**src/rtl/fifo_pkg.sv**
```systemverilog
//////////////////////////////////////////////////
// Stream format constants
// 18-bit item layout, 36-bit frame word, occupancy
// codes, buffer depths and the frame word union
//////////////////////////////////////////////////
`default_nettype none

package fifo_pkg;

   // Item is {eof, sof, data[15:0]}
   localparam int ITEM_W       = 18;
   localparam int ITEM_SOF_BIT = 16;
   localparam int ITEM_EOF_BIT = 17;

   // Frame word is {occ, eof, sof, data[31:0]}
   localparam int WORD_W = 36;

   // Occupancy of the last word
   localparam logic [1:0] OCC_FULL     = 2'd0;
   localparam logic [1:0] OCC_LOW_ONLY = 2'd1;

   // Depths of the 36-bit buffers, as log2
   localparam int TX_FIFO_LOG2   = 5;
   localparam int RX_FIFO_LOG2   = 5;
   localparam int CTRL_FIFO_LOG2 = 3;

   //////////////////////////////////////////////////
   // Frame word, seen whole or as two halves
   //////////////////////////////////////////////////
   typedef struct packed {
      logic [1:0]  occ;
      logic        eof;
      logic        sof;
      logic [31:0] data;
   } fifo36_frame_t;

   // Little endian, first item in lo
   typedef struct packed {
      logic [1:0]  occ;
      logic        eof;
      logic        sof;
      logic [15:0] hi;
      logic [15:0] lo;
   } fifo36_halves_t;

   typedef union packed {
      fifo36_frame_t  frame;
      fifo36_halves_t halves;
   } fifo36_word_u;

endpackage

`default_nettype wire

```
**src/rtl/fifo36_to_fifo19.sv**
```systemverilog
//////////////////////////////////////////////////
// Frame word to item splitter
// Low half first, high half skipped on a word
// marked OCC_LOW_ONLY
//////////////////////////////////////////////////
`default_nettype none

module fifo36_to_fifo19 (
   input  logic                        fifo_clk_i,
   input  logic                        rst_n_i,
   input  fifo_pkg::fifo36_word_u      f36_data_i,
   input  logic                        f36_src_rdy_i,
   output logic                        f36_dst_rdy_o,
   output logic [fifo_pkg::ITEM_W-1:0] f19_data_o,
   output logic                        f19_src_rdy_o,
   input  logic                        f19_dst_rdy_i
);
   import fifo_pkg::*;

   fifo36_word_u word_q;
   // Set while the high half is on the output
   logic         phase_hi;
   logic         low_only;
   logic         last;
   logic         leave;
   logic         load;

   assign low_only = (word_q.halves.occ == OCC_LOW_ONLY);
   // Item leaving now is the last of its word
   assign last     = phase_hi || low_only;
   assign leave    = f19_src_rdy_o && f19_dst_rdy_i;

   assign f36_dst_rdy_o = !f19_src_rdy_o || (f19_dst_rdy_i && last);
   assign load          = f36_src_rdy_i && f36_dst_rdy_o;

   // sof only on lo, eof on hi or on a lone lo
   always_comb begin
      f19_data_o[15:0]         = phase_hi ? word_q.halves.hi : word_q.halves.lo;
      f19_data_o[ITEM_SOF_BIT] = !phase_hi && word_q.halves.sof;
      f19_data_o[ITEM_EOF_BIT] = word_q.halves.eof && last;
   end

   always_ff @(posedge fifo_clk_i) begin
      if (load) word_q <= f36_data_i;
   end

   always_ff @(posedge fifo_clk_i or negedge rst_n_i) begin
      if (!rst_n_i) begin
         f19_src_rdy_o <= 1'b0;
         phase_hi      <= 1'b0;
      end else begin
         if (leave) phase_hi <= !last;
         if (leave && last) f19_src_rdy_o <= 1'b0;
         if (load) f19_src_rdy_o <= 1'b1;
      end
   end

   a_hold_stable : assert property (@(posedge fifo_clk_i) disable iff (!rst_n_i)
      f19_src_rdy_o && !f19_dst_rdy_i |=> f19_src_rdy_o && $stable(f19_data_o));

endmodule

`default_nettype wire

```
**config.mk**
```make
export PLATFORM = sky130hd
export DESIGN_NAME = fifo36_to_fifo19
export DESIGN_NICKNAME = d
export VERILOG_FILES = /design/src/rtl/fifo_pkg.sv /design/src/rtl/fifo36_to_fifo19.sv
export SDC_FILE = /design/constraint.sdc
export NUM_CORES = 1
export LEC_CHECK = 0
export ABC_AREA = 1
export BUFFER_PORTS_ARGS = -buffer_cell sky130_fd_sc_hd__buf_2
export CORE_ASPECT_RATIO = 1.5
export CORE_MARGIN = 4
export CORE_UTILIZATION = 35
export DETAILED_ROUTE_END_ITERATION = 16
export PLACE_DENSITY = 0.7
export SYNTH_ARGS = -nofsm -noshare
export SYNTH_HDL_FRONTEND = slang
export SYNTH_SLANG_ARGS = --single-unit
```
**constraint.sdc**
```tcl
create_clock -name fifo_clk_i -period 2.8 [get_ports fifo_clk_i]
set_input_delay 0.56 -clock fifo_clk_i [delete_from_list [all_inputs] [get_ports fifo_clk_i]]
set_output_delay 0.56 -clock fifo_clk_i [all_outputs]
set_load 0.01 [all_outputs]
```
* After elaboration in Yosys (flattened, before gate mapping) *
Index checks and enable logic that the tools add are counted.

word-level totals
  bits in registers = 38
  latch bits = 0
  memory bits (writable) = 0
  bits in read-only memories = 0
  input bits = 40
  output and inout bits = 20
  logic and storage cells = 19
  memories kept = 0

cells by class
  add/sub/neg operators = 0
  multiply operators = 0
  divide/modulo/power cells = 0
  order comparisons = 0
  equality and inequality tests = 1
  shift-type cells = 0
  multiplexer cells = 3
  bitwise gates (word level) = 0
  reductions and logical operators = 12

operators by type and width
  operator            count
  $mux 16             1
  $logic_and 1x1->1   6
  $logic_not 1->1     3
  $eq 2x1->1 const B  1
  $logic_or 1x1->1    2
  $mux 1              2
  $reduce_bool 2->1   1

* Logic depth before layout (Yosys ltp) *
  depth after elaboration = 6
  mapped depth = 6
  gate-level depth less buffers = 6

* Least setup slack after synthesis *
No wires, ideal clock.

  kind = reg-to-reg
  from = reg phase_hi
  to = reg word_q[0] (netlist bit) (enable)
  arrival time = 1.704 ns
  required time = 2.394 ns
  path slack = 0.691 ns
  stages on the path, launching flop included = 6
  buffers on the path = 1
  clock period less this slack = 2.109 ns
  path through = dfrtp_1 buf_6 inv_8 nand2_4 nand2_4 a21oi_2

on the way
  cells in the longest elaborated chain, start to end = 4

ends and longest elaborated chain
  element                 RTL line                RTL
  start, declared         fifo36_to_fifo19.sv:22  logic phase_hi;
  start signal, assigned  fifo36_to_fifo19.sv:52  if (leave) phase_hi <= !last;
  $logic_or 1x1->1        fifo36_to_fifo19.sv:30  assign last = phase_hi || low_only;
  $logic_and 1x1->1       fifo36_to_fifo19.sv:33  assign f36_dst_rdy_o = !f19_src_rdy_o || (f19_dst_rdy_i && last);
  $logic_or 1x1->1        fifo36_to_fifo19.sv:33
  $logic_and 1x1->1       fifo36_to_fifo19.sv:34  assign load = f36_src_rdy_i && f36_dst_rdy_o;
  named net load          fifo36_to_fifo19.sv:26  logic load;
  end signal, assigned    fifo36_to_fifo19.sv:44  if (load) word_q <= f36_data_i;
  end, declared           fifo36_to_fifo19.sv:20  fifo36_word_u word_q;

The timed path passes the listed nets, and every way through them passes these cells.
A chain may end at the register's enable or synchronous reset.

* Final worst setup path *
  from = reg phase_hi
  to = out f36_dst_rdy_o

on the way
  cells in the longest elaborated chain, start to end = 3

ends and longest elaborated chain
  element            RTL line                RTL
  $logic_or 1x1->1   fifo36_to_fifo19.sv:30
  $logic_and 1x1->1  fifo36_to_fifo19.sv:33
  $logic_or 1x1->1   fifo36_to_fifo19.sv:33
  end, declared      fifo36_to_fifo19.sv:13  output logic f36_dst_rdy_o,

Every way passes these cells.

==> results.py <==
metrics = {
    "min_path": {
        "hp-class": "in -> async",
    },
    "critical_path": {
        "start_kind": "flop",
        "slowest_delay_ns": 0.36,
        "cp-end-kind": "primary output",
        "crit_required_ns": 2.24,
        "critPathSlowestCell": "dfrtp_1",
        "crit_family": "buffers and inverters",
        "critPathKind": "reg -> out",
        "arrival_ns": 1.31,
        "path_common_cell": "nand2_4",
        "critPathMaxFanout": 19,
        "crit_chain": "buf_4, inv_8, nand2_4, nand2_4, nand2_2, buf_2",
        "worst-path-buf-inv": 3,
    },
    "sta": {
        "layout_min_cycle_time_ns": 1.868,
        "setup-tns-final_ns": 0,
        "clock_skew_ns": 0.006184,
        "fin_crit_sh": 0.6672,
        "setup_viol": 0,
        "hold_slack_ns": 0.05166,
        "rsz0062_at_grt": "no",
        "slew_viol_final": 0,
        "max-slew-margin-rel": 0.7226,
        "finalHoldViolations": 0,
        "fmax_mhz": 535.3,
        "worst_slew_pin_slew_ns": 0.4161,
    },
    "floorplanning": {
        "dieArea_um2": 5202,
        "rows": 28,
        "die_w_um": 60.24,
        "io-pin-count": 60,
        "start_util": 0.3619,
        "core-area_um2": 3959,
        "die_h_um": 86.36,
    },
    "layout": {
        "syn2layout_area_growth_pct": 29.96,
        "nNetsFinal": 209,
        "final_common_cell": "buf_2",
        "drive_gt1_frac": 0.4294,
        "num_antenna_cells": 0,
        "register_area_um2": 1131,
        "utilization": 0.4703,
        "multi_input_area_um2": 256.5,
        "fill_cells": 367,
        "stdcell_area_um2": 1862,
        "final_cell_mix": "buf_2, nand2_1, edfxtp_1",
    },
    "clocking": {
        "cts-hold-fix-buffers": 0,
        "cts_resized": 0,
        "cts.clk_slew.worst_paths_ns": 0.07,
        "clock_latency_ns": 0.28,
        "postCtsSetupBuffers": 0,
        "cts_buffers": 5,
        "cts_buffer_depth": 2,
        "cts_root_buf": "clkbuf_8",
        "htreeDepth": 2,
        "cts_sinks": 38,
        "cts_tree": "done",
    },
    "detailed_routing": {
        "antenna_left": 0,
        "dr.pass1.iters": 2,
        "drt-vias-per-instance": 4.223,
        "post_drt_wl_per_cell_um": 11.25,
        "drc": 0,
        "drt_iter0_markers": 25,
        "routed-via-count": 908,
        "wirelength_um": 2418,
    },
    "power": {
        "combPwrFrac": 0.238,
        "p_leak_nw": 0.8429,
        "p_int_mw": 0.9781,
        "power.density_nw_per_um2": 730.9,
        "switching_share": 0.2811,
        "power.switching_mw": 0.3826,
        "p_total_mw": 1.361,
        "irDropWorstVdd_mv": 0.4452,
        "clockPowerShare": 0.247,
        "p_seq_frac": 0.515,
    },
    "global_route": {
        "grt_pass1_wl_um": 3719,
        "first_global_vias": 872,
        "antenna_found_initial": 0,
        "grt_max_degree": 37,
        "globalRoute.totalOverflow": 0,
        "track_usage": 0.09890,
    },
    "placed_design": {
        "gp_congestion": 0.6573,
        "post-dp-hpwl_um": 1808,
        "portBuffers": 59,
        "placed_cell_area_um2": 1777,
    },
    "synthesis": {
        "synthTopCellsByArea": "edfxtp_1, nand2_1, dfrtp_1, buf_6, nand2_4",
        "synth.lib_cells_used.distinct": 13,
        "synth_cells": 104,
        "yosysTopAreaCell": "edfxtp_1",
        "ys_ff_latch": 38,
        "ys_seq_area_frac": 0.7895,
        "yosysTopAreaCellShare": 0.7546,
        "yosys_warnings": 0,
        "synth_area_um2": 1433,
        "syn_area_per_cell_um2": 13.78,
        "synth_nets": 144,
    },
    "run": {
        "drv_cap": 0,
    },
    "status": {
        "status": "finished, final reports clean",
    },
}
==> registers in the layout, indices dropped and copies added, names as in the netlist <==
name,count
phase_hi,1
f19_src_rdy_o,1
word_q,36
==> power groups by stage <==
stage	combinational, mW	clock [mW]	sequential, mW
after floorplan	0.209	0	0.713
after global placement	0.328	0	0.713
after detailed placement	0.332	0	0.713
after CTS	0.333	0.352	0.701
after global routing	0.368	0.385	0.704
final	0.323	0.336	0.701
==> path summary, 6_finish.rpt <==
| kind | end | slack, ns | cells past startpoint | from |
|---|---|---|---|---|
| worst min register to register | phase_hi$_DFFE_PN0P_ | 0.60 | 3 | word_q[34]$_DFFE_PP_ |
| worst max-delay path | f36_dst_rdy_o | 0.93 | 6 | phase_hi$_DFFE_PN0P_ |
| worst min-delay path | f19_src_rdy_o$_DFFE_PN0P_ | 0.05 | 1 | rst_n_i |
| min in group fifo_clk_i | word_q[23]$_DFFE_PP_ | 0.45 | 1 | f36_data_i[23] |
| max in group asynchronous | phase_hi$_DFFE_PN0P_ | 2.65 | 1 | rst_n_i |
| worst max register to register | word_q[11]$_DFFE_PP_ | 1.14 | 6 | phase_hi$_DFFE_PN0P_ |
==> routing by layer <==
metal	up-vias	global-route usage	wire [um]
li1	474	-	-
met5	-	0	0
met2	46	0.1585	1197
met3	4	0.04918	345
met4	0	0.05444	27
met1	384	0.1028	847
==> cell usage after synthesis <==
| library cell | number |
|---|---|
| buf_6 | 2 |
| nand2_1 | 52 |
| nor2_1 | 1 |
| nand2_4 | 2 |
| edfxtp_1 | 36 |
| inv_1 | 3 |
| a21oi_2 | 1 |
| buf_4 | 1 |
| inv_8 | 1 |
| dfrtp_1 | 2 |
| nand2_2 | 1 |
| o21ai_1 | 1 |
| a21boi_0 | 1 |
==> cell families after synthesis <==
kind of cell    Yosys count  synth area share
simple gates             56            0.1590
compound gates            3           0.01485
buf+inv                   7           0.03668
flops                    38            0.7895
==> layout make-up <==
cell class | count | share of cell area
Inverter | 4 | 0.01210
Timing Repair Buffer | 61 | 0.1667
Clock buffer | 5 | 0.03696
Tap cell | 45 | 0.03024
Multi-Input combinational cell | 59 | 0.1378
Clock inverter | 3 | 0.008737
Sequential cell | 38 | 0.6075
==> per-stage QoR <==
step                      setup WS, ns  cells
after global routing            0.8414    215
final                           0.9317    215
after global placement           1.143    207
after CTS                       0.8987    215
after floorplan                 0.6905    104
after detailed placement         1.128    207
Note: power is estimated with default switching activity, not from simulation.
