<file path="src/rtl/gpmc_bus_pkg.sv">
//////////////////////////////////////////////////
// Host bus constants
// Address and data widths, window sizes, item
// buffer depth and the have_space threshold
//////////////////////////////////////////////////
`default_nettype none

package gpmc_bus_pkg;

   // Word address em_a_i[10:1] and data bus width
   localparam int EM_ADDR_W = 10;
   localparam int EM_DATA_W = 16;

   // CS4 data window uses the whole address
   localparam int DATA_ADDR_W = 10;
   // CS6 control window, em_a_i[5:1]
   localparam int CTRL_ADDR_W = 5;

   // Item buffers on the bus side, 16 entries
   localparam int BUS_BUF_LOG2 = 4;

   // Free entries needed to raise have_space
   localparam int HAVE_SPACE_MIN = 8;

endpackage

`default_nettype wire

</file>
<file path="src/rtl/fifo_pkg.sv">
//////////////////////////////////////////////////
// Stream format constants
// 18-bit item layout, 36-bit frame word, occupancy
// codes, buffer depths and the frame word union
//////////////////////////////////////////////////
`default_nettype none

package fifo_pkg;

   // Item is {eof, sof, data[15:0]}
   localparam int ITEM_W       = 18;
   localparam int ITEM_SOF_BIT = 16;
   localparam int ITEM_EOF_BIT = 17;

   // Frame word is {occ, eof, sof, data[31:0]}
   localparam int WORD_W = 36;

   // Occupancy of the last word
   localparam logic [1:0] OCC_FULL     = 2'd0;
   localparam logic [1:0] OCC_LOW_ONLY = 2'd1;

   // Depths of the 36-bit buffers, as log2
   localparam int TX_FIFO_LOG2   = 5;
   localparam int RX_FIFO_LOG2   = 5;
   localparam int CTRL_FIFO_LOG2 = 3;

   //////////////////////////////////////////////////
   // Frame word, seen whole or as two halves
   //////////////////////////////////////////////////
   typedef struct packed {
      logic [1:0]  occ;
      logic        eof;
      logic        sof;
      logic [31:0] data;
   } fifo36_frame_t;

   // Little endian, first item in lo
   typedef struct packed {
      logic [1:0]  occ;
      logic        eof;
      logic        sof;
      logic [15:0] hi;
      logic [15:0] lo;
   } fifo36_halves_t;

   typedef union packed {
      fifo36_frame_t  frame;
      fifo36_halves_t halves;
   } fifo36_word_u;

endpackage

`default_nettype wire

</file>
<file path="src/rtl/gpmc_to_fifo.sv">
//////////////////////////////////////////////////
// Host write side of one window
// Write strobes fill a 16-item ring buffer that
// drains as an 18-bit stream
//////////////////////////////////////////////////
`default_nettype none

module gpmc_to_fifo #(
   parameter int ADDR_WIDTH = 10
) (
   input  logic                               fifo_clk_i,
   input  logic                               rst_n_i,
   input  logic                               we_i,
   input  logic [ADDR_WIDTH-1:0]              addr_i,
   input  logic [gpmc_bus_pkg::EM_DATA_W-1:0] data_i,
   output logic [fifo_pkg::ITEM_W-1:0]        item_o,
   output logic                               src_rdy_o,
   input  logic                               dst_rdy_i,
   output logic                               have_space_o
);
   import gpmc_bus_pkg::*;
   import fifo_pkg::*;

   // Item storage
   logic [ITEM_W-1:0]     mem [(1 << BUS_BUF_LOG2)];
   logic [BUS_BUF_LOG2-1:0] wr_ptr;
   logic [BUS_BUF_LOG2-1:0] rd_ptr;
   // One extra bit so full is the top bit
   logic [BUS_BUF_LOG2:0] count;
   logic                  full;
   logic                  push;
   logic                  pop;
   logic [ITEM_W-1:0]     wr_item;

   assign full = count[BUS_BUF_LOG2];
   assign push = we_i && !full;
   assign pop  = src_rdy_o && dst_rdy_i;

   // Zero address opens a frame and the top address bit closes it
   always_comb begin
      wr_item               = '0;
      wr_item[15:0]         = data_i;
      wr_item[ITEM_SOF_BIT] = (addr_i == '0);
      wr_item[ITEM_EOF_BIT] = addr_i[ADDR_WIDTH-1];
   end

   always_ff @(posedge fifo_clk_i) begin
      if (push) begin
         mem[wr_ptr] <= wr_item;
      end
   end

   always_ff @(posedge fifo_clk_i or negedge rst_n_i) begin
      if (!rst_n_i) begin
         wr_ptr <= '0;
         rd_ptr <= '0;
         count  <= '0;
      end else begin
         if (push) wr_ptr <= wr_ptr + 1'b1;
         if (pop) rd_ptr <= rd_ptr + 1'b1;
         count <= count + push - pop;
      end
   end

   // Head of the ring is the stream output
   assign item_o       = mem[rd_ptr];
   assign src_rdy_o    = (count != '0);
   assign have_space_o = ((1 << BUS_BUF_LOG2) - count) >= HAVE_SPACE_MIN;

   // Host keeps to its have_space budget so nothing is dropped
   a_no_write_full : assert property (@(posedge fifo_clk_i) disable iff (!rst_n_i)
      we_i |-> !full);

endmodule

`default_nettype wire

</file>
<file path="config.mk">
export PLATFORM = sky130hd
export DESIGN_NAME = gpmc_to_fifo
export DESIGN_NICKNAME = d
export VERILOG_FILES = /design/src/rtl/gpmc_bus_pkg.sv /design/src/rtl/fifo_pkg.sv /design/src/rtl/gpmc_to_fifo.sv
export SDC_FILE = /design/constraint.sdc
export NUM_CORES = 1
export LEC_CHECK = 0
export BUFFER_PORTS_ARGS = -buffer_cell sky130_fd_sc_hd__buf_2
export CAP_MARGIN = 20
export CELL_PAD_IN_SITES_DETAIL_PLACEMENT = 1
export CELL_PAD_IN_SITES_GLOBAL_PLACEMENT = 2
export CORE_MARGIN = 10
export CORE_UTILIZATION = 55
export CTS_BUF_LIST = sky130_fd_sc_hd__clkbuf_4 sky130_fd_sc_hd__clkbuf_8
export DETAILED_ROUTE_END_ITERATION = 8
export GPL_ROUTABILITY_DRIVEN = 0
export GPL_TIMING_DRIVEN = 1
export PLACE_DENSITY = 0.91
export REMOVE_ABC_BUFFERS = 1
export SKIP_LAST_GASP = 1
export SYNTH_ARGS = -nofsm -noshare
export SYNTH_HDL_FRONTEND = slang
export SYNTH_SLANG_ARGS = --single-unit
export TNS_END_PERCENT = 100
</file>
<file path="constraint.sdc">
create_clock -name fifo_clk_i -period 7.4 [get_ports fifo_clk_i]
set_input_delay 0.74 -clock fifo_clk_i [delete_from_list [all_inputs] [get_ports fifo_clk_i]]
set_output_delay 0.74 -clock fifo_clk_i [all_outputs]
set_load 0.01 [all_outputs]
</file>
==> After elaboration in Yosys (flattened, before gate mapping) <==
Memory sizes are Yosys's and may differ from the RTL's.
Index checks and enable logic that the tools add are counted.
W data, S select, Z words.
{ "classes": {"add_sub_neg": 5, "n_lt_le_gt_ge": 1, "n_mux": 2, "reduce_logical": 5} }
{ "op_table": {"columns": ["cell", "n"], "rows": [
  ["$ge A32 B4 Y1 const B", 1],
  ["$logic_not A10 Y1", 1],
  ["$add A4 B1 Y4 const B", 2],
  ["$sub A5 B5 Y6 const A", 1],
  ["$add A5 B1 Y5", 1],
  ["$reduce_bool A5 Y1", 1],
  ["$sub A5 B1 Y5", 1],
  ["$logic_and A1 B1 Y1", 2],
  ["$mux W1", 2],
  ["$logic_not A1 Y1", 1]
]} }
{ "word_totals": {"regBits": 13, "mem_bits_rw": 288, "inputBits": 30, "output_inout_bits": 20, "word_cells": 17, "mem_count": 1} }
{ "memory_table": {"columns": ["name", "words", "width", "read_ports", "rd_clocked_by_memory_dff", "wr", "line_no", "source"], "rows": [
  ["mem", 16, 18, 1, 0, 1, "gpmc_to_fifo.sv:25", "logic [ITEM_W-1:0] mem [(1 << BUS_BUF_LOG2)];"]
]} }

==> Logic depth before layout (Yosys ltp) <==
{ "logic_depth": {"word_depth": 4, "depth_mapped": 14, "depth_no_buf": 13} }

==> Worst setup path after synthesis <==
No wires, ideal clock.
{ "synth_path": {"path_kind": "input -> register", "startpoint": "input port addr_i[5]", "endpoint": "memory mem[0][16], data pin", "setup_time_ps": 379, "arrival_ps": 2223, "required_time_ps": 7021, "setup_slack_ps": 4798, "stages": 2, "n_path_buf": 0, "path_cell_list": "or4_1 -> nor4_1"} }
{ "synth_between": {"elab_chain_cells": 1} }
{ "synth_lines": {"columns": ["item", "line_no", "source"], "rows": [
  ["start: declaration", "gpmc_to_fifo.sv:14", "input logic [ADDR_WIDTH-1:0] addr_i,"],
  ["$logic_not A10 Y1", "gpmc_to_fifo.sv:43", "wr_item[ITEM_SOF_BIT] = (addr_i == '0);"],
  ["via wr_item[16]", "gpmc_to_fifo.sv:33", "logic [ITEM_W-1:0] wr_item;"],
  ["end: declaration", "gpmc_to_fifo.sv:25", null]
]} }
The timed path passes the listed nets, and every way through them passes these cells.

==> Final worst setup path <==
{ "layout_path": {"startpoint": "register rd_ptr[0]", "endpoint": "output port item_o[3] in the netlist's numbering"} }
{ "layout_between": {"elab_chain_cells": 1} }
{ "layout_lines": {"columns": ["item", "line_no", "source"], "rows": [
  ["start: declaration", "gpmc_to_fifo.sv:27", "logic [BUS_BUF_LOG2-1:0] rd_ptr;"],
  ["start signal: assignment", "gpmc_to_fifo.sv:60", "if (pop) rd_ptr <= rd_ptr + 1'b1;"],
  ["$mem_v2 Z16 W18", null, null],
  ["end: declaration", "gpmc_to_fifo.sv:16", "output logic [fifo_pkg::ITEM_W-1:0] item_o,"]
]} }
Every way passes these cells.

==> results.sh <==
export IMPL_min_path_type="input pin to async pin"
export IMPL_root_buffer="clkbuf_8"
export IMPL_synth_warning_count=0
export IMPL_ys_async_sr_fraction=0.0432
export IMPL_ios=50
export IMPL_rsz0062_at_grt="false"
export IMPL_synthDistinctLibCells=29
export IMPL_endpoint="item_o[3]"
export IMPL_hold_viol=0
export IMPL_crit_type="flip-flop to output port"
export IMPL_clock_sinks=301
export IMPL_synth_top_area_frac=0.741
export IMPL_maxSlewViolCount=0
export IMPL_r2r_cells=13
export IMPL_cts_tree="built"
export IMPL_finClkSkew_ps=18.5
export IMPL_syn_area_per_cell_um2=21.9
export IMPL_clkTransAtPathRegs_ps=60
export IMPL_numCtsBuffers=48
export IMPL_fin_tns_setup_ps=0
export IMPL_first_pass_iters=5
export IMPL_antenna_found_initial=1
export IMPL_synth_flop_cell="edfxtp_1"
export IMPL_syn_area_um2=11700
export IMPL_critPathTopFamily="flip-flops"
export IMPL_drive_gt1_frac=0.330
export IMPL_end_kind="output port"
export IMPL_post_cts_buffers=0
export IMPL_r2r_slack_ps=4520
export IMPL_netlist_instances=534
export IMPL_globalRoute_totalOverflow=0
export IMPL_cts_resized=0
export IMPL_synth_most_common_cell="edfxtp_1"
export IMPL_die_w_um=166
export IMPL_timing_rr_start="count[2]$_DFF_PN0_"
export IMPL_die_y_um=166
export IMPL_vias=5779
export IMPL_max_freq_mhz=243
export IMPL_dieArea_um2=27500
export IMPL_worstPathCellList="buf_4, mux4_2, a22oi_1, nand2_1, buf_2"
export IMPL_path_buf_inv=2
export IMPL_cts_hold_buf=0
export IMPL_min_period_ps=4120
export IMPL_yosysSeqAreaShare=0.768
export IMPL_grt_pass1_vias=6481
export IMPL_routedWlPerCell_um=28.2
export IMPL_cp_arrival_ps=3380
export IMPL_cp_startpoint="rd_ptr[0]$_DFFE_PN0P_"
export IMPL_clock_latency_ps=560
export IMPL_via_per_inst=6.12
export IMPL_io_buffers=49
export IMPL_num_rows=53
export IMPL_synth_edf_count=288
export IMPL_post_route_period_util=0.557
export IMPL_cp_max_fo=40
export IMPL_utilization=0.635
export IMPL_worstPathRequired_ps=6660
export IMPL_areaGrowthSynthToFinish_pct=14.0
export IMPL_drc_errors=0
export IMPL_run_status="finished clean"
export IMPL_cellPowerDensity_nw_per_um2=365
export IMPL_routed_wl_um=26600
export IMPL_max_clock_path_buffers=3
export IMPL_grt_max_degree=76
export IMPL_yosys_top_cells_area="edfxtp_1 74%, mux4_2 14%, dfrtp_1 2.8%"
export IMPL_grtUsageTotal=0.193
export IMPL_drtIter0Drc=485
export IMPL_drt_antenna_violating_nets=0
export IMPL_fin_nets=676
export IMPL_peakVddDrop_mv=0.248
export IMPL_max_slew_margin_rel=0.246
export IMPL_ys_top_cells_by_count="288 x edfxtp_1, 72 x mux4_2, 36 x a22oi_1, 21 x nand2_1, 17 x and2_1"
export IMPL_cap_violations=0
export IMPL_cp_slowest_cell="dfrtp_4"
export IMPL_cts_htree_levels=2
export IMPL_ys_seq_elements=301
export IMPL_reg2reg_to="count[4]$_DFF_PN0_"
export IMPL_grt_pass1_wl_um=40500
export IMPL_start_kind="flip-flop"
export IMPL_num_antenna_cells=0
export IMPL_synth_top_area_cell="edfxtp_1"
export IMPL_coreArea_um2=21000
export IMPL_dp_final_hpwl_um=14900
export IMPL_fin_hold_ws_ps=70.2
export IMPL_finalSetupViolCount=0
export IMPL_worst_pin_slew_ps=1130
export IMPL_slowest_delay_ps=960
export IMPL_cp_num_cells=5
export IMPL_leakagePower_nw=4.49
export IMPL_start_util=0.557
==> area by class of cell <==
type,instances,area [µm²]
clock buffer,60,763
clock inverter,28,150
fill,1783,7640
inverter,13,48.8
multi-input combinational,195,2520
sequential,301,8980
tap,275,344
timing repair buffer,72,505
==> worst reg2reg max path: cells and delay by family, from the launching register on <==
family / cells / cell delay (ps)
adders and majority gates: 5 / 1280
and+or+nand+nor: 2 / 540
DFF: 1 / 360
AOI/OAI and AO/OA: 2 / 260
buffers and inverters: 3 / 200
xor gates and xnor gates: 1 / 130
==> cells in the final DEF (no fill, tap or decap), types with 3 or more instances in the layout <==
master,synthesis,layout
clkinv_1,0,17
clkinv_2,0,8
buf_16,0,4
buf_2,7,49
edfxtp_1,288,288
mux4_2,72,72
nand2_1,21,21
buf_4,4,17
a22oi_1,36,36
clkbuf_4,0,11
inv_1,12,12
xnor2_1,7,7
nor2b_1,5,4
clkbuf_8,0,50
and2_1,17,17
dfrtp_1,13,11
ha_1,14,14
nor3b_1,3,3
==> how the worst min path moves through the flow <==
stage | start | end | slack, ps
floorplan | rst_n_i | count[0]$_DFF_PN0_ | 440
global placement | rd_ptr[3]$_DFFE_PN0P_ | rd_ptr[3]$_DFFE_PN0P_ | 510
detailed placement | count[0]$_DFF_PN0_ | count[0]$_DFF_PN0_ | 530
CTS | rst_n_i | count[4]$_DFF_PN0_ | 60
global route | rst_n_i | count[4]$_DFF_PN0_ | 70
finish | rst_n_i | count[4]$_DFF_PN0_ | 70
==> per-stage QoR <==
stage                     cells  setup WS (ps)  instance area, µm²  total power (W)
after global routing        944           2970               13300          0.00511
after global placement      850           3820               12300          0.00348
final                       944           3280               13300          0.00486
after CTS                   943           3140               13300          0.00493
after detailed placement    855           3740               12400          0.00358
after floorplan             509           2800               11500          0.00310
==> registers in the layout, summed over array words and instances (netlist names) <==
| name | cells |
|---|---|
| count | 5 |
| mem | 288 |
| rd_ptr | 4 |
| wr_ptr | 4 |
==> logic make-up (layout without fill, tap and decap cells) <==
kind of cell,count (synthesis),count (layout),synth area share
adder cells (fa/ha/maj),15,15,0.0167
AO/OA/AOI/OAI,43,43,0.0270
buffers and inverters,38,173,0.0162
XOR/XNOR,9,9,0.00675
multiplexers,73,73,0.140
AND/OR/NAND/NOR,55,55,0.0251
flip-flops,301,301,0.768
==> power breakdown <==
part	internal [W]	switching [W]	leakage, nW
Sequential	0.00201	0.000122	2.77
Combinational	0.000651	0.000740	1.24
Clock	0.000714	0.000628	0.482
==> per-layer routing <==
| metal | track usage | routed length, µm | up-vias |
|---|---|---|---|
| met3 | 0.0390 | 1850 | 40 |
| met5 | 0 | 11 | - |
| li1 | - | - | 2415 |
| met4 | 0.0547 | 450 | 2 |
| met1 | 0.252 | 10800 | 3086 |
| met2 | 0.324 | 13500 | 236 |
(Power assumes the default switching activity.)
