File: config.mk
export PLATFORM = sky130hd
export DESIGN_NAME = fifo19_to_fifo36
export DESIGN_NICKNAME = d
export VERILOG_FILES = /design/src/rtl/fifo_pkg.sv /design/src/rtl/fifo19_to_fifo36.sv
export SDC_FILE = /design/constraint.sdc
export NUM_CORES = 1
export LEC_CHECK = 0
export BUFFER_PORTS_ARGS = -buffer_cell sky130_fd_sc_hd__buf_2
export CAP_MARGIN = 20
export CORE_ASPECT_RATIO = 0.5
export CORE_MARGIN = 10
export CORE_UTILIZATION = 40
export DETAILED_ROUTE_END_ITERATION = 10
export HOLD_SLACK_MARGIN = 0.02
export PLACE_DENSITY = 0.7
export SLEW_MARGIN = 20
export SYNTH_ARGS = -nofsm -noshare
export SYNTH_HDL_FRONTEND = slang
export SYNTH_SLANG_ARGS = --single-unit
export TNS_END_PERCENT = 10
File: constraint.sdc
create_clock -name fifo_clk_i -period 5.2 [get_ports fifo_clk_i]
set_input_delay 0.52 -clock fifo_clk_i [delete_from_list [all_inputs] [get_ports fifo_clk_i]]
set_output_delay 0.52 -clock fifo_clk_i [all_outputs]
set_load 0.01 [all_outputs]
File: src/rtl/fifo_pkg.sv
//////////////////////////////////////////////////
// Stream format constants
// 18-bit item layout, 36-bit frame word, occupancy
// codes, buffer depths and the frame word union
//////////////////////////////////////////////////
`default_nettype none

package fifo_pkg;

   // Item is {eof, sof, data[15:0]}
   localparam int ITEM_W       = 18;
   localparam int ITEM_SOF_BIT = 16;
   localparam int ITEM_EOF_BIT = 17;

   // Frame word is {occ, eof, sof, data[31:0]}
   localparam int WORD_W = 36;

   // Occupancy of the last word
   localparam logic [1:0] OCC_FULL     = 2'd0;
   localparam logic [1:0] OCC_LOW_ONLY = 2'd1;

   // Depths of the 36-bit buffers, as log2
   localparam int TX_FIFO_LOG2   = 5;
   localparam int RX_FIFO_LOG2   = 5;
   localparam int CTRL_FIFO_LOG2 = 3;

   //////////////////////////////////////////////////
   // Frame word, seen whole or as two halves
   //////////////////////////////////////////////////
   typedef struct packed {
      logic [1:0]  occ;
      logic        eof;
      logic        sof;
      logic [31:0] data;
   } fifo36_frame_t;

   // Little endian, first item in lo
   typedef struct packed {
      logic [1:0]  occ;
      logic        eof;
      logic        sof;
      logic [15:0] hi;
      logic [15:0] lo;
   } fifo36_halves_t;

   typedef union packed {
      fifo36_frame_t  frame;
      fifo36_halves_t halves;
   } fifo36_word_u;

endpackage

`default_nettype wire

File: src/rtl/fifo19_to_fifo36.sv
//////////////////////////////////////////////////
// Item to frame word packer
// Pairs of 18-bit items become one 36-bit word,
// first item in the low half
//////////////////////////////////////////////////
`default_nettype none

module fifo19_to_fifo36 (
   input  logic                        fifo_clk_i,
   input  logic                        rst_n_i,
   input  logic [fifo_pkg::ITEM_W-1:0] f19_data_i,
   input  logic                        f19_src_rdy_i,
   output logic                        f19_dst_rdy_o,
   output fifo_pkg::fifo36_word_u      f36_data_o,
   output logic                        f36_src_rdy_o,
   input  logic                        f36_dst_rdy_i
);
   import fifo_pkg::*;

   // Low half stored and waiting for the high one
   logic have_lo;
   logic accept;
   logic item_eof;
   logic closes;

   // The word register is also the build area
   assign f19_dst_rdy_o = !f36_src_rdy_o || f36_dst_rdy_i;
   assign accept        = f19_src_rdy_i && f19_dst_rdy_o;
   assign item_eof      = f19_data_i[ITEM_EOF_BIT];
   // Second half or eof on a low half closes the word
   assign closes        = have_lo || item_eof;

   always_ff @(posedge fifo_clk_i) begin
      if (accept && !have_lo) begin
         f36_data_o.halves.lo  <= f19_data_i[15:0];
         f36_data_o.halves.sof <= f19_data_i[ITEM_SOF_BIT];
         // Early close leaves the high half empty
         f36_data_o.halves.hi  <= '0;
         f36_data_o.halves.eof <= item_eof;
         f36_data_o.halves.occ <= item_eof ? OCC_LOW_ONLY : OCC_FULL;
      end else if (accept) begin
         f36_data_o.halves.hi  <= f19_data_i[15:0];
         f36_data_o.halves.eof <= item_eof;
         f36_data_o.halves.occ <= OCC_FULL;
      end
   end

   always_ff @(posedge fifo_clk_i or negedge rst_n_i) begin
      if (!rst_n_i) begin
         have_lo       <= 1'b0;
         f36_src_rdy_o <= 1'b0;
      end else begin
         if (f36_src_rdy_o && f36_dst_rdy_i) f36_src_rdy_o <= 1'b0;
         if (accept && closes) f36_src_rdy_o <= 1'b1;
         if (accept) have_lo <= !closes;
      end
   end

   a_hold_stable : assert property (@(posedge fifo_clk_i) disable iff (!rst_n_i)
      f36_src_rdy_o && !f36_dst_rdy_i |=> f36_src_rdy_o && $stable(f36_data_o));

endmodule

`default_nettype wire

# Word-level counts from Yosys, hierarchy flattened
# Cells that the tools add are included.
# totals
output_inout_bits	38
reg_bits	38
in_bits	22
wordCells	21
# op_classes
muxes	5
n_reduce_logical	11
# op_table
cell	n
3-bit 2-to-1 mux	2
1-bit logical AND	4
2-bit nonzero test	2
1-bit logical NOT	3
1-bit 2-to-1 mux	3
1-bit logical OR	2

# Longest topological paths before layout
# Gate-level depths: netlist (run 1).
# depth
depth_word	5
ltp_mapped	5
mapped_depth_nobuf	3

# Worst setup path before layout (run 1)
# Ideal clock, no wire load.
# synth_timing
path_kind	input port to flip-flop
from	input port f36_dst_rdy_i
to	register f36_data_o[0] (netlist bit) (enable)
stages	5
setup_time_ns	0.390
path_slack_ns	3.109
arrival_time_ns	1.700
path_cell_list	nand2b_4 buf_8 nand2_4 buf_2 nor2_1
# synth_between
elab_chain_len	3
# synth_lines
item	line	source
start: declaration	fifo19_to_fifo36.sv:16	input logic f36_dst_rdy_i
1-bit logical OR	fifo19_to_fifo36.sv:27	assign f19_dst_rdy_o = !f36_src_rdy_o || f36_dst_rdy_i;
1-bit logical AND	fifo19_to_fifo36.sv:28	assign accept = f19_src_rdy_i && f19_dst_rdy_o;
1-bit logical AND	fifo19_to_fifo36.sv:34	if (accept && !have_lo) begin
end: declaration	fifo19_to_fifo36.sv:14	output fifo_pkg::fifo36_word_u f36_data_o,
# Every way passes these cells.
# A chain may end at the register's enable or synchronous reset.

# Worst setup path in the final report (run 1)
# layout_timing
from	register f36_src_rdy_o
to	register f36_data_o[0] (netlist bit) (enable)
# layout_between
elab_chain_len	4
# layout_lines
item	line	source
start: declaration	fifo19_to_fifo36.sv:15	output logic f36_src_rdy_o,
start signal: assignment	fifo19_to_fifo36.sv:51	f36_src_rdy_o <= 1'b0;
start signal: assignment	fifo19_to_fifo36.sv:53	if (f36_src_rdy_o && f36_dst_rdy_i) f36_src_rdy_o <= 1'b0;
start signal: assignment	fifo19_to_fifo36.sv:54	if (accept && closes) f36_src_rdy_o <= 1'b1;
1-bit logical NOT	fifo19_to_fifo36.sv:27	
1-bit logical OR	fifo19_to_fifo36.sv:27	
1-bit logical AND	fifo19_to_fifo36.sv:28	
1-bit logical AND	fifo19_to_fifo36.sv:34	
# Every way passes these cells.

==> impl_results.md, run 1 <==
* R2R Setup Slk at 3.40 ns
* Initial DRC Count at 60
* ANT cells at 0
* Global-route wire length before repair at 4.67 mm
* Fin Setup TNS at 0 ns
* Cells on Worst Hold Path at 1
* Final setup fails at 0
* Layout cells sized above 1 at 0.571
* Hold Crit Start: f19_data_i[7]
* Status: finished clean
* Layout filler cell count at 276
* Yosys reg bits at 37
* Io pins at 60
* Pint at 0.554 mW
* Sequential Power Share at 0.508
* Vias in the first global route at 930
* Gr ovfl total at 0
* GP Congestion at 0.690
* Routed WL at 3.17 mm
* Reg2reg path depth at 4
* CTS clk-pin slew, worst paths at 0.07 ns
* Fin Hold WS at 0.420 ns
* Crit. End Element: flip-flop
* Placed cell count at 178
* Max-Cap Viols at 0
* Cells after Synth at 88
* Fin cells at 187
* Post-synthesis sequential area ratio at 0.701
* Row Count at 14
* Hold EP: f36_data_o[7]$_DFFE_PP_
* Dpl cell area at 0.00162 mm²
* Clock power frac at 0.321
* Max Slew Vio Count at 0
* Buffers on Ports at 58
* Worst hold path class: in -> reg
* CP Max Fanout at 20
* DIE AREA at 0.00621 mm²
* Final Cell Area at 0.00174 mm²
* Die H at 61.0 µm
* Final hold vios at 0
* Core ar. at 0.00310 mm²
* Num CTS Buffers at 5
* Distinct cells, synth at 19
* Total number of vias at 892
* Initial Util at 0.433
* Bufs on Longest Clock Path at 2
* Final Skew at 0.0101 ns
* Req. time, crit path at 5.18 ns
* Slew headroom at 0.600
* Period utilization at 0.346
* Maximum clock frequency at 556 MHz
* NetSw at 0.190 mW
* RR Startpoint: f36_src_rdy_o$_DFFE_PN0P_
* Sink Count at 37
* Avg Cell Area, Syn at 15.3 µm²
* Worst skew pair latency at 0.29 ns
* DR pass1 iterations at 4
* P_leak at 0.797 nW
* Tmin final at 1.80 ns
* Crit path arrival time at 1.78 ns
* H-tree lvl count at 2
* CTS root buf: clkbuf_8
* Post-DP HPWL at 2.45 mm
* Worst-Margin Slew at 0.601 ns
* Gate power share at 0.172
* RSZ-0062 raised after global routing: false
* Drt drc at 0
* Pwr dens at 428 mW/mm²
* Peak supply drop at 0.151 mV
* Fin nets at 168
* Sw frac at 0.255
* WL/cell at 17.0 µm
* Initial antenna violation count at 0
* YS warnings at 0
* Vias per cell at 4.77
* CP Class: reg -> reg
* CP Launch Type: flip-flop
* R2R Path End: f36_data_o[0]$_DFFE_PP_
* Syn Nets at 110
* Largest net degree at the start of global routing at 22
* Post-Syn Area at 0.00134 mm²
* Antenna viol nets, final at 0
* CTS tree: done
* Tot GR Track Use at 0.102
* Post-CTS Setup Repair Bufs at 0
* Die Wd at 102 µm
* Layout area overhead at 29.4%
[state kept, by name, indices dropped and copies added, names as in the netlist]
name	flops
f36_data_o	35
have_lo	1
f36_src_rdy_o	1
[cells in the final DEF, fill, tap and decap left out, drive strengths merged]
| cell type | instances |
|---|---|
| conb | 1 |
| mux2 | 1 |
| o21ai | 1 |
| nor2 | 2 |
| nand2 | 2 |
| a21bo | 16 |
| clkinv | 1 |
| dfrtp | 2 |
| dfxtp | 16 |
| clkbuf | 6 |
| inv | 1 |
| nand4 | 16 |
| buf | 59 |
| dlygate4sd3 | 1 |
| nand2b | 1 |
| nor3b | 1 |
| edfxtp | 19 |
| bufinv | 1 |
[cell type report]
cell class                      instances  area (µm²)  area share
Clock buffer                            6        72.6      0.0418
Clock inverter                          2        33.8      0.0195
Inverter                                1        3.75     0.00216
Multi-Input combinational cell         41         328       0.189
Sequential cell                        37         941       0.542
Tap cell                               40        50.0      0.0288
Timing Repair Buffer                   60         308       0.177
[worst max-delay path, stage by stage (launching register included)]
cell      delay (ns)
dfrtp_1         0.40
nand2b_4        0.20
nand2_4         0.18
nor2_1          0.40
buf_4           0.30
[stage by stage]
step / utilization / setup slack (ns) / power, mW
2_1_floorplan: - / 3.11 / 0.459
3_3_place_gp: 0.523 / 3.23 / 0.510
3_5_place_dp: 0.523 / 3.13 / 0.515
4_1_cts: 0.560 / 3.38 / 0.755
5_1_grt: 0.560 / 3.27 / 0.781
6_report: 0.560 / 3.40 / 0.744
[power groups by stage]
stage               Combinational, mW  Sequential, mW  Clock [mW]
finish                          0.128           0.377       0.238
global route                    0.140           0.384       0.257
CTS                             0.131           0.378       0.246
detailed placement              0.130           0.384           0
global placement                0.128           0.382           0
floorplan                      0.0647           0.395           0
[layer usage]
layer  GRT usage  routed length (µm)  vias to the layer above
met5           0                   0                        -
met4      0.0478                  23                        0
met3      0.0510                 273                        2
met2       0.172                1540                       30
met1       0.107                1330                      419
li1            -                   -                      441
[kinds of logic after synthesis]
family	share of synthesized area
buffers and inverters	0.0550
multiplexers	0.0112
flip-flops	0.701
other	0.00279
AND/OR/NAND/NOR	0.107
AO/OA/AOI/OAI	0.123
[Yosys cell counts]
| cell | number | area (µm²) |
|---|---|---|
| a21bo_2 | 16 | 160 |
| buf_2 | 2 | 10.0 |
| buf_4 | 2 | 15.0 |
| buf_6 | 2 | 22.5 |
| buf_8 | 1 | 15.0 |
| clkbuf_1 | 2 | 7.51 |
| conb_1 | 1 | 3.75 |
| dfrtp_1 | 2 | 50.1 |
| dfxtp_1 | 16 | 320 |
| edfxtp_1 | 19 | 571 |
| inv_1 | 1 | 3.75 |
| mux2_4 | 1 | 15.0 |
| nand2_1 | 1 | 3.75 |
| nand2_4 | 1 | 11.3 |
| nand2b_4 | 1 | 13.8 |
| nand4_1 | 16 | 100 |
| nor2_1 | 2 | 7.51 |
| nor3b_1 | 1 | 7.51 |
| o21ai_0 | 1 | 5.00 |
[worst max path at each step]
stage	cells past startpoint	slack, ns	from	to
6_report	4	3.40	f36_src_rdy_o$_DFFE_PN0P_	f36_data_o[0]$_DFFE_PP_
5_1_grt	4	3.27	f36_src_rdy_o$_DFFE_PN0P_	f36_data_o[0]$_DFFE_PP_
4_1_cts	4	3.38	f36_src_rdy_o$_DFFE_PN0P_	f36_data_o[32]$_DFFE_PP_
3_5_place_dp	4	3.13	f19_src_rdy_i	f36_data_o[5]$_DFFE_PP_
3_3_place_gp	4	3.23	f19_src_rdy_i	f36_data_o[0]$_DFFE_PP_
2_1_floorplan	5	3.11	f36_dst_rdy_i	f36_data_o[0]$_DFFE_PP_
[what timing repair did]
| item | CTS | global route |
|---|---|---|
| gates resized for setup | 0 | 0 |
| hold buffers | 1 | 0 |
| endpoints found under the hold margin | 2 | 0 |
| setup endpoints to repair | 0 | 0 |
(Power assumes the default switching activity.)
==> inputs of run 2 (changes only) <==
--- a/config.mk
+++ b/config.mk
@@ -5,6 +5,7 @@
 export SDC_FILE = /design/constraint.sdc
 export NUM_CORES = 1
 export LEC_CHECK = 0
+export ABC_AREA = 1
 export BUFFER_PORTS_ARGS = -buffer_cell sky130_fd_sc_hd__buf_2
 export CAP_MARGIN = 20
 export CORE_ASPECT_RATIO = 0.5
@@ -12,7 +13,7 @@
 export CORE_UTILIZATION = 40
 export DETAILED_ROUTE_END_ITERATION = 10
 export HOLD_SLACK_MARGIN = 0.02
-export PLACE_DENSITY = 0.7
+export PLACE_DENSITY = 0.72
 export SLEW_MARGIN = 20
 export SYNTH_ARGS = -nofsm -noshare
 export SYNTH_HDL_FRONTEND = slang
==> constraint.sdc (replaced) <==
create_clock -name fifo_clk_i -period 1.6 [get_ports fifo_clk_i]
set_input_delay 0.16 -clock fifo_clk_i [delete_from_list [all_inputs] [get_ports fifo_clk_i]]
set_output_delay 0.16 -clock fifo_clk_i [all_outputs]
set_load 0.01 [all_outputs]
==> run 2 against run 1 <==
  * Global-route usage is 0.86 points higher
  * Highest routed layer unchanged
  * Clock skew shrank 0.0079 ns
  * Clock power rose to 2.7 times the previous value
  * Register-to-register slack got worse by 3.0 ns
  * Count of clock-buffer cells in the layout is 2 higher
  * Critical path type is now reg -> out
==> impl_results.md, run 2 <==
* Drt drc at 0 (unchanged)
* Max reg flops at 35 (unchanged)
* Cell taking the most area after synthesis: edfxtp_1
* CP max stage delay at 0.39 ns (about the same)
* Layout Utilization at 0.534 (-0.0261)
* Largest Register: f36_data_o
* CTS clk-pin slew, worst paths at 0.07 ns (about the same)
* Num CTS Buffers at 5 (unchanged)
* Yosys reg bits at 37 (unchanged)
* Initial Util at 0.410 (-0.0231)
* Crit. End Element: primary output
* Die Wd at 103 µm (+1.5%)
* Routed WL at 3.33 mm (+5.1%)
* Status: finished clean
* Final Skew at 0.00211 ns (-0.00794 ns)
* CP Max Fanout at 19 (-5.0%)
* CP Class: reg -> out
* Count leader, synth: nand2_1
* Die H at 61.7 µm (+1.2%)
* Post-synthesis sequential area ratio at 0.676 (-0.0252)
* P_leak at 1.00 nW (+26%)
* FFs w/ async S/R, synth at 0.0541 (unchanged)
* Top flop regs: f36_data_o: 35 flops, f36_src_rdy_o: 1 flops, have_lo: 1 flops
* Clock power frac at 0.297 (-0.024)
* Most frequent cells after synthesis: nand2_1, inv_1, edfxtp_1
* Commonest cells after routing, fill and taps aside: buf_2, nand2_1, inv_1
* Antenna viol nets, final at 0 (unchanged)
* Crit path arrival time at 1.18 ns (-0.60 ns)
* Final setup fails at 0 (unchanged)
* GP Congestion at 0.717 (+3.9%)
* CP Cell Sequence: nand2_2 -> buf_4 -> buf_2
* Cells after Synth at 141 (+60%)
* Core ar. at 0.00340 mm² (+9.6%)
* YS warnings at 0 (unchanged)
* Avg Cell Area, Syn at 9.88 µm² (-35%)
* RSZ-0062 raised after global routing: false
* Max Slew Vio Count at 0 (unchanged)
* CTS tree: done
* Fin nets at 225 (+34%)
* Sequential Power Share at 0.525 (+0.017)
* Req. time, crit path at 1.44 ns (-3.74 ns)
* Post-DP HPWL at 2.53 mm (+3.3%)
* Syn Nets at 163 (+48%)
* Total number of vias at 1105 (+24%)
* Tot GR Track Use at 0.110 (+0.00860)
* Post-CTS Setup Repair Bufs at 0 (unchanged)
* Period utilization at 0.835
* Distinct cells, synth at 13 (-6)
* Largest net degree at the start of global routing at 20 (-9.1%)
* Pwr dens at 1210 mW/mm² (+180%)
* Buffers on Ports at 58 (unchanged)
* Io pins at 60 (unchanged)
* Layout area overhead at 30.3%
* Final hold vios at 0 (unchanged)
* Global-route wire length before repair at 5.40 mm (+15%)
* Ys flop type: edfxtp_1
* Post-Syn Area at 0.00139 mm² (+3.7%)
* DR pass1 iterations at 4 (unchanged)
* Max-Cap Viols at 0 (unchanged)
* Fin Setup TNS at 0 ns (unchanged)
* Tmin final at 1.34 ns
* CTS root buf: clkbuf_8
* Pint at 1.61 mW (+190%)
* Peak supply drop at 0.441 mV (+190%)
* Most common cell after layout, fill and taps aside: buf_2
* Initial antenna violation count at 0 (unchanged)
* Worst skew pair latency at 0.28 ns (about the same)
* Synth top area cells: edfxtp_1, dfxtp_1, nand2_1, nand3_1, inv_1
* Sink Count at 37 (unchanged)
* Vias per cell at 4.33 (-9.2%)
* Bufs on Longest Clock Path at 2 (unchanged)
* Gate power share at 0.178 (+0.006)
* Initial DRC Count at 50 (-17%)
* Row Count at 15 (+1)
* Layout cells sized above 1 at 0.343 (-0.228)
* Gr ovfl total at 0 (unchanged)
* Worst hold path class: in -> reg
* NetSw at 0.587 mW (+210%)
* ANT cells at 0 (unchanged)
* CP max stage cell: dfrtp_1
* CP Launch Type: flip-flop
* Synth top area share at 0.410 (-0.0153)
* DIE AREA at 0.00638 mm² (+2.7%)
* Maximum clock frequency at 749 MHz
* Post-synth EDFFs at 19 (unchanged)
* H-tree lvl count at 2 (unchanged)
* Vias in the first global route at 1135 (+22%)
* WL/cell at 13.1 µm (-23%)
* Cts repair resizes at 0 (unchanged)
* Sw frac at 0.267 (+0.0121)
-- run 2: cell count changes in the layout (fill, tap and decap cells not counted), moves of 2 or more --
cell,change
nand4_1,-16
nand3_1,+18
nand2_2,+2
buf_4,+3
inv_1,+20
a21bo_2,-16
nand2_1,+50
-- run 2: power groups by stage --
stage	Clock, mW	Sequential, mW	Combinational, mW
after global placement	0	1.17	0.385
after global routing	0.723	1.17	0.441
after CTS	0.665	1.15	0.400
after detailed placement	0	1.18	0.397
after floorplan	0	1.23	0.168
final	0.653	1.15	0.391
-- run 2: per-layer routing --
metal | GRT usage | wire [µm] | up-vias
li1 | - | - | 558
met1 | 0.116 | 1320 | 505
met2 | 0.194 | 1650 | 38
met3 | 0.0453 | 313 | 4
met4 | 0.0491 | 43 | 0
met5 | 0 | 0 | -
-- run 2: cell type report --
type / count / area [µm²]
timing repair buffer: 63 / 330
clock buffer: 8 / 90.1
sequential: 37 / 941
tap: 51 / 63.8
fill: 310 / 1580
multi-input combinational: 75 / 310
inverter: 21 / 78.8
-- run 2: kinds of logic after synthesis --
family,synth area share
compound gates,0.00359
buf+inv,0.102
flops,0.676
other cells,0.00269
simple gates,0.217
-- run 2: through the flow --
stage | instances | power [mW] | setup slack [ns] | instance area (µm²) | hold slack [ns]
floorplan | 141 | 1.40 | 0.138 | 1390 | -0.136
global placement | 246 | 1.56 | 0.446 | 1710 | -0.0524
detailed placement | 246 | 1.57 | 0.393 | 1710 | -0.0532
CTS | 255 | 2.22 | 0.265 | 1810 | 0.0490
global route | 255 | 2.33 | 0.198 | 1810 | 0.0428
finish | 255 | 2.20 | 0.264 | 1810 | 0.0546
-- run 2: timing repair --
item                                    CTS  global route
endpoints found under the setup margin    0             0
hold buffers                              1             0
endpoints found under the hold margin     2             0
-- run 2: path summary, 6_finish.rpt --
path,end,cells after the start,startpoint,slack [ns]
max,f19_dst_rdy_o,3,f36_src_rdy_o$_DFFE_PN0P_,0.26
min,f36_data_o[32]$_DFFE_PP_,1,f19_data_i[16],0.05
max reg2reg,f36_data_o[3]$_DFFE_PP_,4,f36_src_rdy_o$_DFFE_PN0P_,0.39
min reg2reg,f36_data_o[22]$_SDFFE_PP0P_,2,f36_data_o[22]$_SDFFE_PP0P_,0.45
max in group asynchronous,have_lo$_DFFE_PN0P_,2,rst_n_i,1.32
min in group asynchronous,f36_src_rdy_o$_DFFE_PN0P_,2,rst_n_i,0.19
-- run 2: critical path: cells and delay by family (launching register included) --
kind / cells / cell delay [ns]
buf+inv: 2 / 0.40
simple gates: 1 / 0.10
flops: 1 / 0.39
